==> src/rtl/exc_pkg.sv <==
package exc_pkg;

  //////////////////////////////////////////////////////////////////////
  // line count limits
  //////////////////////////////////////////////////////////////////////

  // width of the line number in the cause word
  localparam int IRQ_ID_W = 5;

  // upper bound on the number of interrupt lines
  localparam int MAX_IRQ = 2 ** IRQ_ID_W;

  //////////////////////////////////////////////////////////////////////
  // exception codes
  //////////////////////////////////////////////////////////////////////

  // synchronous exceptions, top bit always zero
  localparam logic [5:0] CAUSE_ILLEGAL   = 6'd2;
  localparam logic [5:0] CAUSE_LOAD_ERR  = 6'd5;
  localparam logic [5:0] CAUSE_STORE_ERR = 6'd7;
  localparam logic [5:0] CAUSE_ECALL     = 6'd8;

  //////////////////////////////////////////////////////////////////////
  // handler address select
  //////////////////////////////////////////////////////////////////////

  // load and store errors share one handler
  typedef enum logic [1:0] {
    PC_SEL_IRQ     = 2'd0,
    PC_SEL_ECALL   = 2'd1,
    PC_SEL_ILLINSN = 2'd2,
    PC_SEL_LSU     = 2'd3
  } pc_sel_e;

  //////////////////////////////////////////////////////////////////////
  // cause word
  //////////////////////////////////////////////////////////////////////

  // interrupt view
  // flag is one, id is the winning line
  typedef struct packed {
    logic                is_irq;
    logic [IRQ_ID_W-1:0] id;
  } irq_cause_t;

  // same six bits, read as interrupt or as exception code
  typedef union packed {
    irq_cause_t  intr;
    logic [5:0]  code;
  } cause_t;

endpackage

==> src/rtl/irq_line.sv <==
module irq_line (
  input  logic clk,
  input  logic rst_n,

  // raw level from outside, no timing relation to clk
  input  logic irq_i,

  // enable bit for this line from the register block
  input  logic mask_i,

  // synchronized and masked request
  output logic pend_o
);

  //////////////////////////////////////////////////////////////////////
  // two-stage synchronizer
  //////////////////////////////////////////////////////////////////////

  // first stage may go metastable
  logic meta_q;

  // second stage is safe to use
  logic sync_q;

  always_ff @(posedge clk, negedge rst_n)
  begin
    if (!rst_n)
    begin
      meta_q <= 1'b0;
      sync_q <= 1'b0;
    end
    else
    begin
      meta_q <= irq_i;
      sync_q <= meta_q;
    end
  end

  //////////////////////////////////////////////////////////////////////
  // mask gating
  //////////////////////////////////////////////////////////////////////

  // combinational after the second flop
  // so a mask write acts one edge after the strobe
  assign pend_o = sync_q & mask_i;

endmodule

==> src/rtl/irq_csr.sv <==
module irq_csr #(
  parameter int NUM_IRQ = 8
) (
  input  logic                 clk,
  input  logic                 rst_n,

  // mask write port
  input  logic                 wr_mask_i,
  input  logic [NUM_IRQ-1:0]   wr_data_i,

  // global enable write port
  input  logic                 wr_enable_i,
  input  logic                 enable_data_i,

  // cause capture from the exception controller
  input  logic                 save_cause_i,
  input  exc_pkg::cause_t      cause_i,

  // to the line cells and the controller
  output logic [NUM_IRQ-1:0]   mask_o,
  output logic                 irq_enable_o,

  // read-only cause register
  output exc_pkg::cause_t      mcause_o
);

  //////////////////////////////////////////////////////////////////////
  // register state
  //////////////////////////////////////////////////////////////////////

  logic [NUM_IRQ-1:0] mask_q;
  logic               enable_q;
  exc_pkg::cause_t    mcause_q;

  // per-line mask, one bit per line
  // all lines disabled out of reset
  always_ff @(posedge clk, negedge rst_n)
  begin
    if (!rst_n)
      mask_q <= '0;
    else if (wr_mask_i)
      mask_q <= wr_data_i;
  end

  // global interrupt enable
  always_ff @(posedge clk, negedge rst_n)
  begin
    if (!rst_n)
      enable_q <= 1'b0;
    else if (wr_enable_i)
      enable_q <= enable_data_i;
  end

  // saved trap cause
  // kept until the next trap is taken
  always_ff @(posedge clk, negedge rst_n)
  begin
    if (!rst_n)
      mcause_q <= '0;
    else if (save_cause_i)
      mcause_q <= cause_i;
  end

  assign mask_o       = mask_q;
  assign irq_enable_o = enable_q;
  assign mcause_o     = mcause_q;

  //////////////////////////////////////////////////////////////////////
  // checks
  //////////////////////////////////////////////////////////////////////

  // cause register moves only one edge after a save pulse
  a_mcause_only_on_save: assert property (
    @(posedge clk) disable iff (!rst_n)
    !$stable(mcause_o) |-> $past(save_cause_i)
  ) else $error("mcause changed without a save pulse");

endmodule

==> src/rtl/exc_controller.sv <==
module exc_controller #(
  parameter int NUM_IRQ = 8
) (
  input  logic                          clk,
  input  logic                          rst_n,

  // synchronized, masked lines and global enable
  input  logic [NUM_IRQ-1:0]            pend_i,
  input  logic                          irq_enable_i,

  // decoder flags
  input  logic                          illegal_insn_i,
  input  logic                          ecall_insn_i,
  input  logic                          eret_insn_i,

  // lsu flags
  input  logic                          load_err_i,
  input  logic                          store_err_i,

  // req/ack pair with the core controller
  output logic                          req_o,
  input  logic                          ack_i,

  // handler address select
  output exc_pkg::pc_sel_e              pc_sel_o,
  output logic [exc_pkg::IRQ_ID_W-1:0]  vec_sel_o,

  // to the register block
  output exc_pkg::cause_t               cause_o,
  output logic                          save_cause_o
);

  typedef enum logic [1:0] {
    ST_IDLE,
    ST_WAIT,
    ST_HANDLER
  } state_e;

  state_e state_q;
  state_e state_d;

  logic              irq_any;
  logic              req_int;
  logic              bypass;
  exc_pkg::cause_t   cause_int;
  exc_pkg::cause_t   cause_q;
  exc_pkg::pc_sel_e  pc_sel_int;
  exc_pkg::pc_sel_e  pc_sel_q;

  //////////////////////////////////////////////////////////////////////
  // source merge and priority
  //////////////////////////////////////////////////////////////////////

  // interrupts only count with global enable set
  assign irq_any = irq_enable_i & (|pend_i);

  assign req_int = irq_any
                 | ecall_insn_i
                 | illegal_insn_i
                 | load_err_i
                 | store_err_i;

  // later assignments win
  // so the list runs from lowest to highest priority
  always_comb
  begin
    cause_int  = '0;
    pc_sel_int = exc_pkg::PC_SEL_IRQ;

    // scan down, lowest active line ends up on top
    for (int i = NUM_IRQ - 1; i >= 0; i--)
    begin
      if (irq_enable_i && pend_i[i])
      begin
        cause_int.intr.is_irq = 1'b1;
        cause_int.intr.id     = exc_pkg::IRQ_ID_W'(i);
      end
    end

    if (ecall_insn_i)
    begin
      cause_int.code = exc_pkg::CAUSE_ECALL;
      pc_sel_int     = exc_pkg::PC_SEL_ECALL;
    end

    if (illegal_insn_i)
    begin
      cause_int.code = exc_pkg::CAUSE_ILLEGAL;
      pc_sel_int     = exc_pkg::PC_SEL_ILLINSN;
    end

    if (load_err_i)
    begin
      cause_int.code = exc_pkg::CAUSE_LOAD_ERR;
      pc_sel_int     = exc_pkg::PC_SEL_LSU;
    end

    // store error beats everything
    if (store_err_i)
    begin
      cause_int.code = exc_pkg::CAUSE_STORE_ERR;
      pc_sel_int     = exc_pkg::PC_SEL_LSU;
    end
  end

  //////////////////////////////////////////////////////////////////////
  // cause hold and bypass
  //////////////////////////////////////////////////////////////////////

  // first cycle of a new request
  assign bypass = (state_q == ST_IDLE) && req_int;

  // capture on the edge that leaves idle
  always_ff @(posedge clk, negedge rst_n)
  begin
    if (!rst_n)
    begin
      cause_q  <= '0;
      pc_sel_q <= exc_pkg::PC_SEL_IRQ;
    end
    else if (bypass)
    begin
      cause_q  <= cause_int;
      pc_sel_q <= pc_sel_int;
    end
  end

  assign cause_o  = bypass ? cause_int  : cause_q;
  assign pc_sel_o = bypass ? pc_sel_int : pc_sel_q;

  // vector only for interrupts
  assign vec_sel_o = cause_o.intr.is_irq ? cause_o.intr.id : '0;

  //////////////////////////////////////////////////////////////////////
  // request FSM
  //////////////////////////////////////////////////////////////////////

  always_comb
  begin
    state_d      = state_q;
    req_o        = 1'b0;
    save_cause_o = 1'b0;

    unique case (state_q)
      ST_IDLE:
      begin
        req_o = req_int;
        if (req_int)
          state_d = ST_WAIT;
      end

      // hold req until the core takes it
      ST_WAIT:
      begin
        req_o = 1'b1;
        if (ack_i)
        begin
          save_cause_o = 1'b1;
          state_d      = ST_HANDLER;
        end
      end

      // no new requests until eret
      ST_HANDLER:
      begin
        if (eret_insn_i)
          state_d = ST_IDLE;
      end

      default:
      begin
        state_d = ST_IDLE;
      end
    endcase
  end

  always_ff @(posedge clk, negedge rst_n)
  begin
    if (!rst_n)
      state_q <= ST_IDLE;
    else
      state_q <= state_d;
  end

  //////////////////////////////////////////////////////////////////////
  // checks
  //////////////////////////////////////////////////////////////////////

  // an unanswered request never drops
  a_req_held: assert property (
    @(posedge clk) disable iff (!rst_n)
    (req_o && !ack_i) |=> req_o
  ) else $error("req dropped without ack");

  // save pulse only from wait, and it leads into the handler
  a_save_in_wait: assert property (
    @(posedge clk) disable iff (!rst_n)
    save_cause_o |-> (state_q == ST_WAIT) ##1 (state_q == ST_HANDLER)
  ) else $error("save_cause outside wait state");

  // cause and pc select frozen while waiting for ack
  a_cause_stable: assert property (
    @(posedge clk) disable iff (!rst_n)
    (state_q == ST_WAIT) |-> ($stable(cause_o) && $stable(pc_sel_o))
  ) else $error("cause changed while waiting for ack");

endmodule

==> src/rtl/exc_unit_top.sv <==
module exc_unit_top #(
  parameter int NUM_IRQ = 8
) (
  input  logic                          clk,
  input  logic                          rst_n,

  // asynchronous interrupt levels
  input  logic [NUM_IRQ-1:0]            irq_i,

  // decoder flags
  input  logic                          illegal_insn_i,
  input  logic                          ecall_insn_i,
  input  logic                          eret_insn_i,

  // lsu flags
  input  logic                          load_err_i,
  input  logic                          store_err_i,

  // register write strobes, stand-in for csr instructions
  input  logic                          wr_mask_i,
  input  logic [NUM_IRQ-1:0]            wr_data_i,
  input  logic                          wr_enable_i,
  input  logic                          enable_data_i,

  // core controller side
  input  logic                          ack_i,
  output logic                          req_o,
  output exc_pkg::pc_sel_e              pc_sel_o,
  output logic [exc_pkg::IRQ_ID_W-1:0]  vec_sel_o,
  output exc_pkg::cause_t               cause_o,
  output logic                          save_cause_o,

  // register read side
  output exc_pkg::cause_t               mcause_o,
  output logic                          irq_enable_o
);

  logic [NUM_IRQ-1:0] mask;
  logic [NUM_IRQ-1:0] pend;

  // line number must fit the cause word
  if ((NUM_IRQ < 1) || (NUM_IRQ > exc_pkg::MAX_IRQ))
  begin : g_num_irq_check
    $error("NUM_IRQ out of range");
  end

  //////////////////////////////////////////////////////////////////////
  // mask, enable and cause registers
  //////////////////////////////////////////////////////////////////////

  irq_csr #(
    .NUM_IRQ       (NUM_IRQ)
  ) u_irq_csr (
    .clk           (clk),
    .rst_n         (rst_n),
    .wr_mask_i     (wr_mask_i),
    .wr_data_i     (wr_data_i),
    .wr_enable_i   (wr_enable_i),
    .enable_data_i (enable_data_i),
    .save_cause_i  (save_cause_o),
    .cause_i       (cause_o),
    .mask_o        (mask),
    .irq_enable_o  (irq_enable_o),
    .mcause_o      (mcause_o)
  );

  //////////////////////////////////////////////////////////////////////
  // one cell per line
  //////////////////////////////////////////////////////////////////////

  for (genvar k = 0; k < NUM_IRQ; k++)
  begin : g_line
    irq_line u_irq_line (
      .clk    (clk),
      .rst_n  (rst_n),
      .irq_i  (irq_i[k]),
      .mask_i (mask[k]),
      .pend_o (pend[k])
    );
  end

  //////////////////////////////////////////////////////////////////////
  // priority and handshake
  //////////////////////////////////////////////////////////////////////

  exc_controller #(
    .NUM_IRQ        (NUM_IRQ)
  ) u_exc_controller (
    .clk            (clk),
    .rst_n          (rst_n),
    .pend_i         (pend),
    .irq_enable_i   (irq_enable_o),
    .illegal_insn_i (illegal_insn_i),
    .ecall_insn_i   (ecall_insn_i),
    .eret_insn_i    (eret_insn_i),
    .load_err_i     (load_err_i),
    .store_err_i    (store_err_i),
    .req_o          (req_o),
    .ack_i          (ack_i),
    .pc_sel_o       (pc_sel_o),
    .vec_sel_o      (vec_sel_o),
    .cause_o        (cause_o),
    .save_cause_o   (save_cause_o)
  );

endmodule

==> config.mk <==
export PLATFORM = sky130hd
export DESIGN_NAME = exc_unit_top
export DESIGN_NICKNAME = d
export VERILOG_FILES = /design/src/rtl/exc_pkg.sv /design/src/rtl/irq_line.sv /design/src/rtl/irq_csr.sv /design/src/rtl/exc_controller.sv /design/src/rtl/exc_unit_top.sv
export SDC_FILE = /design/constraint.sdc
export NUM_CORES = 1
export LEC_CHECK = 0
export BUFFER_PORTS_ARGS = -buffer_cell sky130_fd_sc_hd__buf_2
export CELL_PAD_IN_SITES_DETAIL_PLACEMENT = 0
export CELL_PAD_IN_SITES_GLOBAL_PLACEMENT = 1
export CORE_UTILIZATION = 38
export CTS_CLUSTER_DIAMETER = 200
export DETAILED_ROUTE_END_ITERATION = 10
export GPL_TIMING_DRIVEN = 0
export PLACE_DENSITY = 0.77
export SYNTH_ARGS = -nofsm -noshare
export SYNTH_HDL_FRONTEND = slang
export SYNTH_SLANG_ARGS = --single-unit
==> constraint.sdc <==
create_clock -name clk -period 2.74 [get_ports clk]
set_clock_uncertainty 0.2 [all_clocks]
set_input_delay 0.548 -clock clk [delete_from_list [all_inputs] [get_ports clk]]
set_output_delay 0.548 -clock clk [all_outputs]
set_load 0.005 [all_outputs]
## Word level (Yosys, flattened, before mapping)

Index checks and enable logic that the tools add are counted.

- Bits in registers: 41
- Bits of input ports: 27
- Output and inout port bits: 22
- Word-level logic and storage cells: 78

- Equality and inequality tests: 5
- Mux-type cells: 26
- Bitwise operators: 13
- Reductions and logical operators: 12

Operators with widths:

| operator | count |
|---|---|
| 6-bit two-way mux | 13 |
| 2-bit two-way mux | 7 |
| 1-bit bitwise AND | 9 |
| 1-bit logical AND | 9 |
| 8-bit OR reduction | 1 |
| 2-bit case mux with 3 select lines | 1 |
| 5-bit two-way mux | 1 |
| 2-bit != test, second input constant | 2 |
| 1-bit OR | 4 |
| 1-bit two-way mux | 3 |
| 3-bit AND reduction | 1 |
| 2-bit by 1-bit == test with 1-bit output, second input constant | 1 |
| 2-bit == test, second input constant | 1 |
| 2-bit zero test | 1 |
| 2-bit by 1-bit != test with 1-bit output, second input constant | 1 |
| 1-bit case mux with 2 select lines | 1 |

## Longest topological paths before layout

- Depth after elaboration: 16
- Mapped depth: 5
- Depth with buffers taken out: 5

## By module

A second synthesis with hierarchy kept.

- Cell total of the unflattened synthesis: 124
- Area total of the unflattened synthesis: 1679.1 um^2

By module, submodules not included:

| module | instances | cells each | area an instance (um^2) | seq. area each (um^2) |
|---|---|---|---|---|
| irq_csr | 1 | 32 | 619.3 | 375.4 |
| exc_controller | 1 | 68 | 609.3 | 250.2 |
| irq_line | 8 | 3 | 56.3 | 50.0 |

## Worst setup path after synthesis

No wires, ideal clock.

- Kind: register to output
- From: register g_line[3].u_irq_line.sync_q
- To: output port vec_sel_o[3] in the netlist's numbering
- Arrival: 1.635 ns
- Data required time: 1.992 ns
- Setup slack: 0.357 ns
- Cell stages (with the launch flop): 6
- Path buffers: 0
- Cells stage by stage: dfrtp_1 > a22o_4 > o41ai_4 > a22o_1 > a32o_2 > nor2b_2

RTL lines:

| item | line | source |
|---|---|---|
| from (decl) | irq_line.sv:23 | `logic sync_q;` |
| from (signal assigned) | irq_line.sv:35 | `sync_q <= meta_q;` |
| to (decl) | exc_unit_top.sv:29 | `output logic [exc_pkg::IRQ_ID_W-1:0] vec_sel_o,` |

## Worst setup path after layout

- From: register g_line[3].u_irq_line.sync_q
- To: output port vec_sel_o[3] in the netlist's numbering

- Word-level cells in the longest chain between the ends: 12
- Elaborated cells on any way between the ends: 19
- Classes of those cells: 10 x mux; 6 x bitwise; 3 x reduce/logical

Ends and longest elaborated chain:

| item | line | source |
|---|---|---|
| 1-bit bitwise AND (*) | irq_line.sv:45 | `assign pend_o = sync_q & mask_i;` |
| 1-bit logical AND | exc_controller.sv:73 | `if (irq_enable_i && pend_i[i])` |
| 6-bit two-way mux (4 in series) | exc_controller.sv:73 |  |
| 6-bit two-way mux | exc_controller.sv:80 | `if (ecall_insn_i)` |
| 6-bit two-way mux | exc_controller.sv:86 | `if (illegal_insn_i)` |
| 6-bit two-way mux | exc_controller.sv:92 | `if (load_err_i)` |
| 6-bit two-way mux | exc_controller.sv:99 | `if (store_err_i)` |
| 6-bit two-way mux (*) | exc_controller.sv:128 | `assign cause_o = bypass ? cause_int : cause_q;` |
| 5-bit two-way mux (*) | exc_controller.sv:132 | `assign vec_sel_o = cause_o.intr.is_irq ? cause_o.intr.id : '0;` |

Every way passes the cells marked *; elsewhere a longest branch is shown, timed or not.

==> flow_summary.json <==
{
  "synth_area_mm2": 0.001610,
  "wl_per_cell_um": 13.47,
  "p_clk_share_pct": 27.8,
  "avgSynthCellArea_um2": 11.84,
  "slowest_delay_ns": 0.39,
  "p_seq_share_pct": 39.6,
  "fp.dieH_um": 67.10,
  "cp_max_fo": 7,
  "crit_buf_inv": 2,
  "io_pins": 49,
  "dr.pass1.iters": 4,
  "powerDensity_mw_per_mm2": 913.0,
  "whs_ns": 0.1531,
  "hp-class": "register to register",
  "peakVddDrop_mv": 0.4639,
  "p_leak_nw": 1.079,
  "grt_pass1_vias": 1291,
  "place_congestion": 0.7866,
  "p_sw_w": 0.0006254,
  "grt_overflow_total": 0,
  "relSlewSlack_pct": 41.25,
  "grt_max_degree": 42,
  "r2r_setup_slack_ns": 0.80,
  "clk_latency_ns": 0.29,
  "final.setup.tns_ns": -0.04782,
  "cp_cell_sequence": "a22o_4 > o41ai_4 > buf_6 > a22o_1 > a32o_2 > nor2b_4 > buf_2",
  "crit_slowest_cell": "dfrtp_1",
  "synth_fp_nets": 163,
  "io_buffers": 47,
  "grt_pass1_wl_um": 5623,
  "numCtsBuffers": 5,
  "ctsLongestPathBuffers": 2,
  "utilization_pct": 54.97,
  "grt_antenna_before_repair": 0,
  "status": "finished with violations",
  "drt-total-wl_um": 3395,
  "cp.arrival_ns": 2.04,
  "period_share_pct": 101.7,
  "combPwrFrac_pct": 32.5,
  "whs_path_depth": 0,
  "drtIter0Drc": 24,
  "rsz0062_at_grt": "true",
  "hold_violations": 0,
  "setup_viol_count_final": 1,
  "fin_ws_ns": -0.04782,
  "maxSlewViolCount": 0,
  "synth-seq-cells": 41,
  "clock-root-buffer": "clkbuf_8",
  "fin_nets": 228,
  "drc": 0,
  "maxCapViolations": 0,
  "syn-instance-count": 136,
  "reg2reg_from": "g_line[3].u_irq_line.sync_q$_DFF_PN0_",
  "synth-warning-count": 0,
  "crit_family": "compound AO/OA/AOI/OAI gates",
  "critical_path_cell_count": 7,
  "fmax_mhz": 358.7,
  "p_int_w": 0.001397,
  "clock-sinks": 41,
  "holdPathEnd": "g_line[1].u_irq_line.sync_q$_DFF_PN0_",
  "diodes": 0,
  "placed_cells": 233,
  "cts_hold_buf": 0,
  "cp-start-kind": "register",
  "drive_gt1_share_pct": 45.54,
  "gr-usage-all-layers_pct": 17.20,
  "cts_max_level": 2,
  "post-route-min-period_ns": 2.788,
  "cts.clk_slew.worst_paths_ns": 0.07,
  "place_ws_ns": -0.05298,
  "p_sw_share_pct": 30.93,
  "min_from": "g_line[1].u_irq_line.meta_q$_DFF_PN0_",
  "yosysUniqueCellTypes": 33,
  "violations": "negative setup slack",
  "initial_core_util_pct": 39.97,
  "core_mm2": 0.004029,
  "layoutNonFillerInstCount": 252,
  "yosysSeqAreaShare_pct": 63.71,
  "fp.dieW_um": 67.10,
  "detail_route.vias_per_cell": 5.063,
  "cts_tree": "done",
  "crit_required_ns": 1.99,
  "antenna_violating_nets_post_route": 0,
  "dpl.hpwl_um": 2424,
  "r2r_end": "u_exc_controller.cause_q[5]$_DFF_PN0_",
  "max_slew.worst_pin.slew_ns": 0.8812,
  "num_vias": 1276,
  "reg2reg_depth": 8,
  "cp-end-kind": "primary output",
  "die_area_mm2": 0.004502,
  "rows": 23,
  "area_growth_pct": 37.53,
  "crit_type": "register to primary output"
}
Yosys cell counts (all sizes together):
master	instances	area, um2
o21ai	3	18.77
nand3b	1	7.510
a211oi	2	15.01
a32o	1	11.26
or2	1	6.260
o41ai	1	27.53
dfrtp	41	1026
o211ai	2	15.01
or4	1	7.510
and3	1	6.260
nand3	1	5.000
nor4	1	6.260
nor2	12	45.04
a21oi	5	25.02
and2	1	6.260
nor3	3	15.01
nor2b	2	15.02
a2111oi	2	18.77
a22o	5	52.55
o21a	1	8.760
inv	4	15.01
a21boi	1	7.510
a31oi	2	12.51
nor3b	1	7.510
clkbuf	1	3.750
o311ai	1	8.760
mux2	9	101.4
nand2b	1	6.260
nand2	29	108.9
how the worst max path moves through the flow:
stage                                          startpoint      endpoint
detailed placement                           ecall_insn_i    cause_o[1]
CTS                       u_irq_csr.mask_o[1]$_DFFE_PN0P_  vec_sel_o[3]
global route              u_irq_csr.mask_o[5]$_DFFE_PN0P_  vec_sel_o[3]
floorplan           g_line[3].u_irq_line.sync_q$_DFF_PN0_  vec_sel_o[3]
global placement                             ecall_insn_i    cause_o[1]
finish              g_line[3].u_irq_line.sync_q$_DFF_PN0_  vec_sel_o[3]
kinds of logic (layout without fill, tap and decap cells):
| group | count (synthesis) | count (layout) | synth area share (%) |
|---|---|---|---|
| AO/OA/AOI/OAI | 26 | 26 | 13.75 |
| buffers and inverters | 5 | 71 | 1.165 |
| flip-flops | 41 | 41 | 63.71 |
| multiplexers | 9 | 9 | 6.294 |
| AND/OR/NAND/NOR | 55 | 55 | 15.07 |
worst register-to-register path, cell delays in order, from the launching register on:
cell and delay [ns]:
dfrtp_1 0.39, a22o_4 0.28, o41ai_4 0.33, buf_6 0.18, nor2_4 0.05, o21ai_2 0.12
buf_6 0.15, inv_4 0.04, buf_4 0.12
sequential cells by signal, summed over array words and instances, names as in the netlist:
name	cells
g_line.u_irq_line.meta_q	8
g_line.u_irq_line.sync_q	8
u_irq_csr.mask_o	8
u_exc_controller.cause_q	6
u_irq_csr.mcause_o	6
u_exc_controller.pc_sel_q	2
u_exc_controller.state_q	2
u_irq_csr.irq_enable_o	1
routing by layer:
metal | share of wire (%) | routed length, um | GRT usage (%) | up-vias
met5 | 0 | 0 | 0 | -
met4 | 1.9 | 63 | 7.447 | 0
met3 | 6.4 | 218 | 4.966 | 6
met2 | 51 | 1736 | 30.38 | 44
met1 | 41 | 1377 | 18.85 | 618
li1 | - | - | - | 608
what timing repair did:
| action | CTS | global route |
|---|---|---|
| setup buffers | 8 | 3 |
| hold endpoints to repair | 0 | 0 |
| pin swaps | 8 | 7 |
| endpoints found under the setup margin | 12 | 11 |
| gates resized for setup | 12 | 11 |
layout make-up:
class / count / area, um2
plain buffers: 1 / 3.754
clock buffers: 5 / 68.82
clock inverters: 3 / 65.06
fillers: 364 / 1814
inverters: 4 / 17.52
multi-input cells: 90 / 639.4
flip-flops and latches: 41 / 1026
well taps: 50 / 62.56
repair buffers: 58 / 331.6
layout by cell type (no fill, tap or decap), types with 3 or more instances in the layout:
cell type	Yosys	layout
mux2_2	9	9
dfrtp_1	41	41
inv_1	4	3
buf_6	0	3
clkbuf_8	0	5
buf_4	0	9
a22o_1	4	4
a21oi_1	5	5
buf_2	0	46
nand2_1	29	29
nor2_1	12	9
power by group through the flow:
stage	sequential, W	clock [W]	combinational (W)
final	0.000801	0.000563	0.000658
after global routing	0.000814	0.000599	0.000730
after CTS	0.000797	0.000575	0.000591
after detailed placement	0.000811	0	0.000503
after global placement	0.000804	0	0.000491
after floorplan	0.000797	0	0.000286
stage by stage:
stage / power, W / instance area (um2)
finish: 0.002022 / 2215
global route: 0.002142 / 2215
CTS: 0.001963 / 2150
detailed placement: 0.001314 / 1908
global placement: 0.001295 / 1908
floorplan: 0.001083 / 1610
Power figures use the tool's default switching activity.
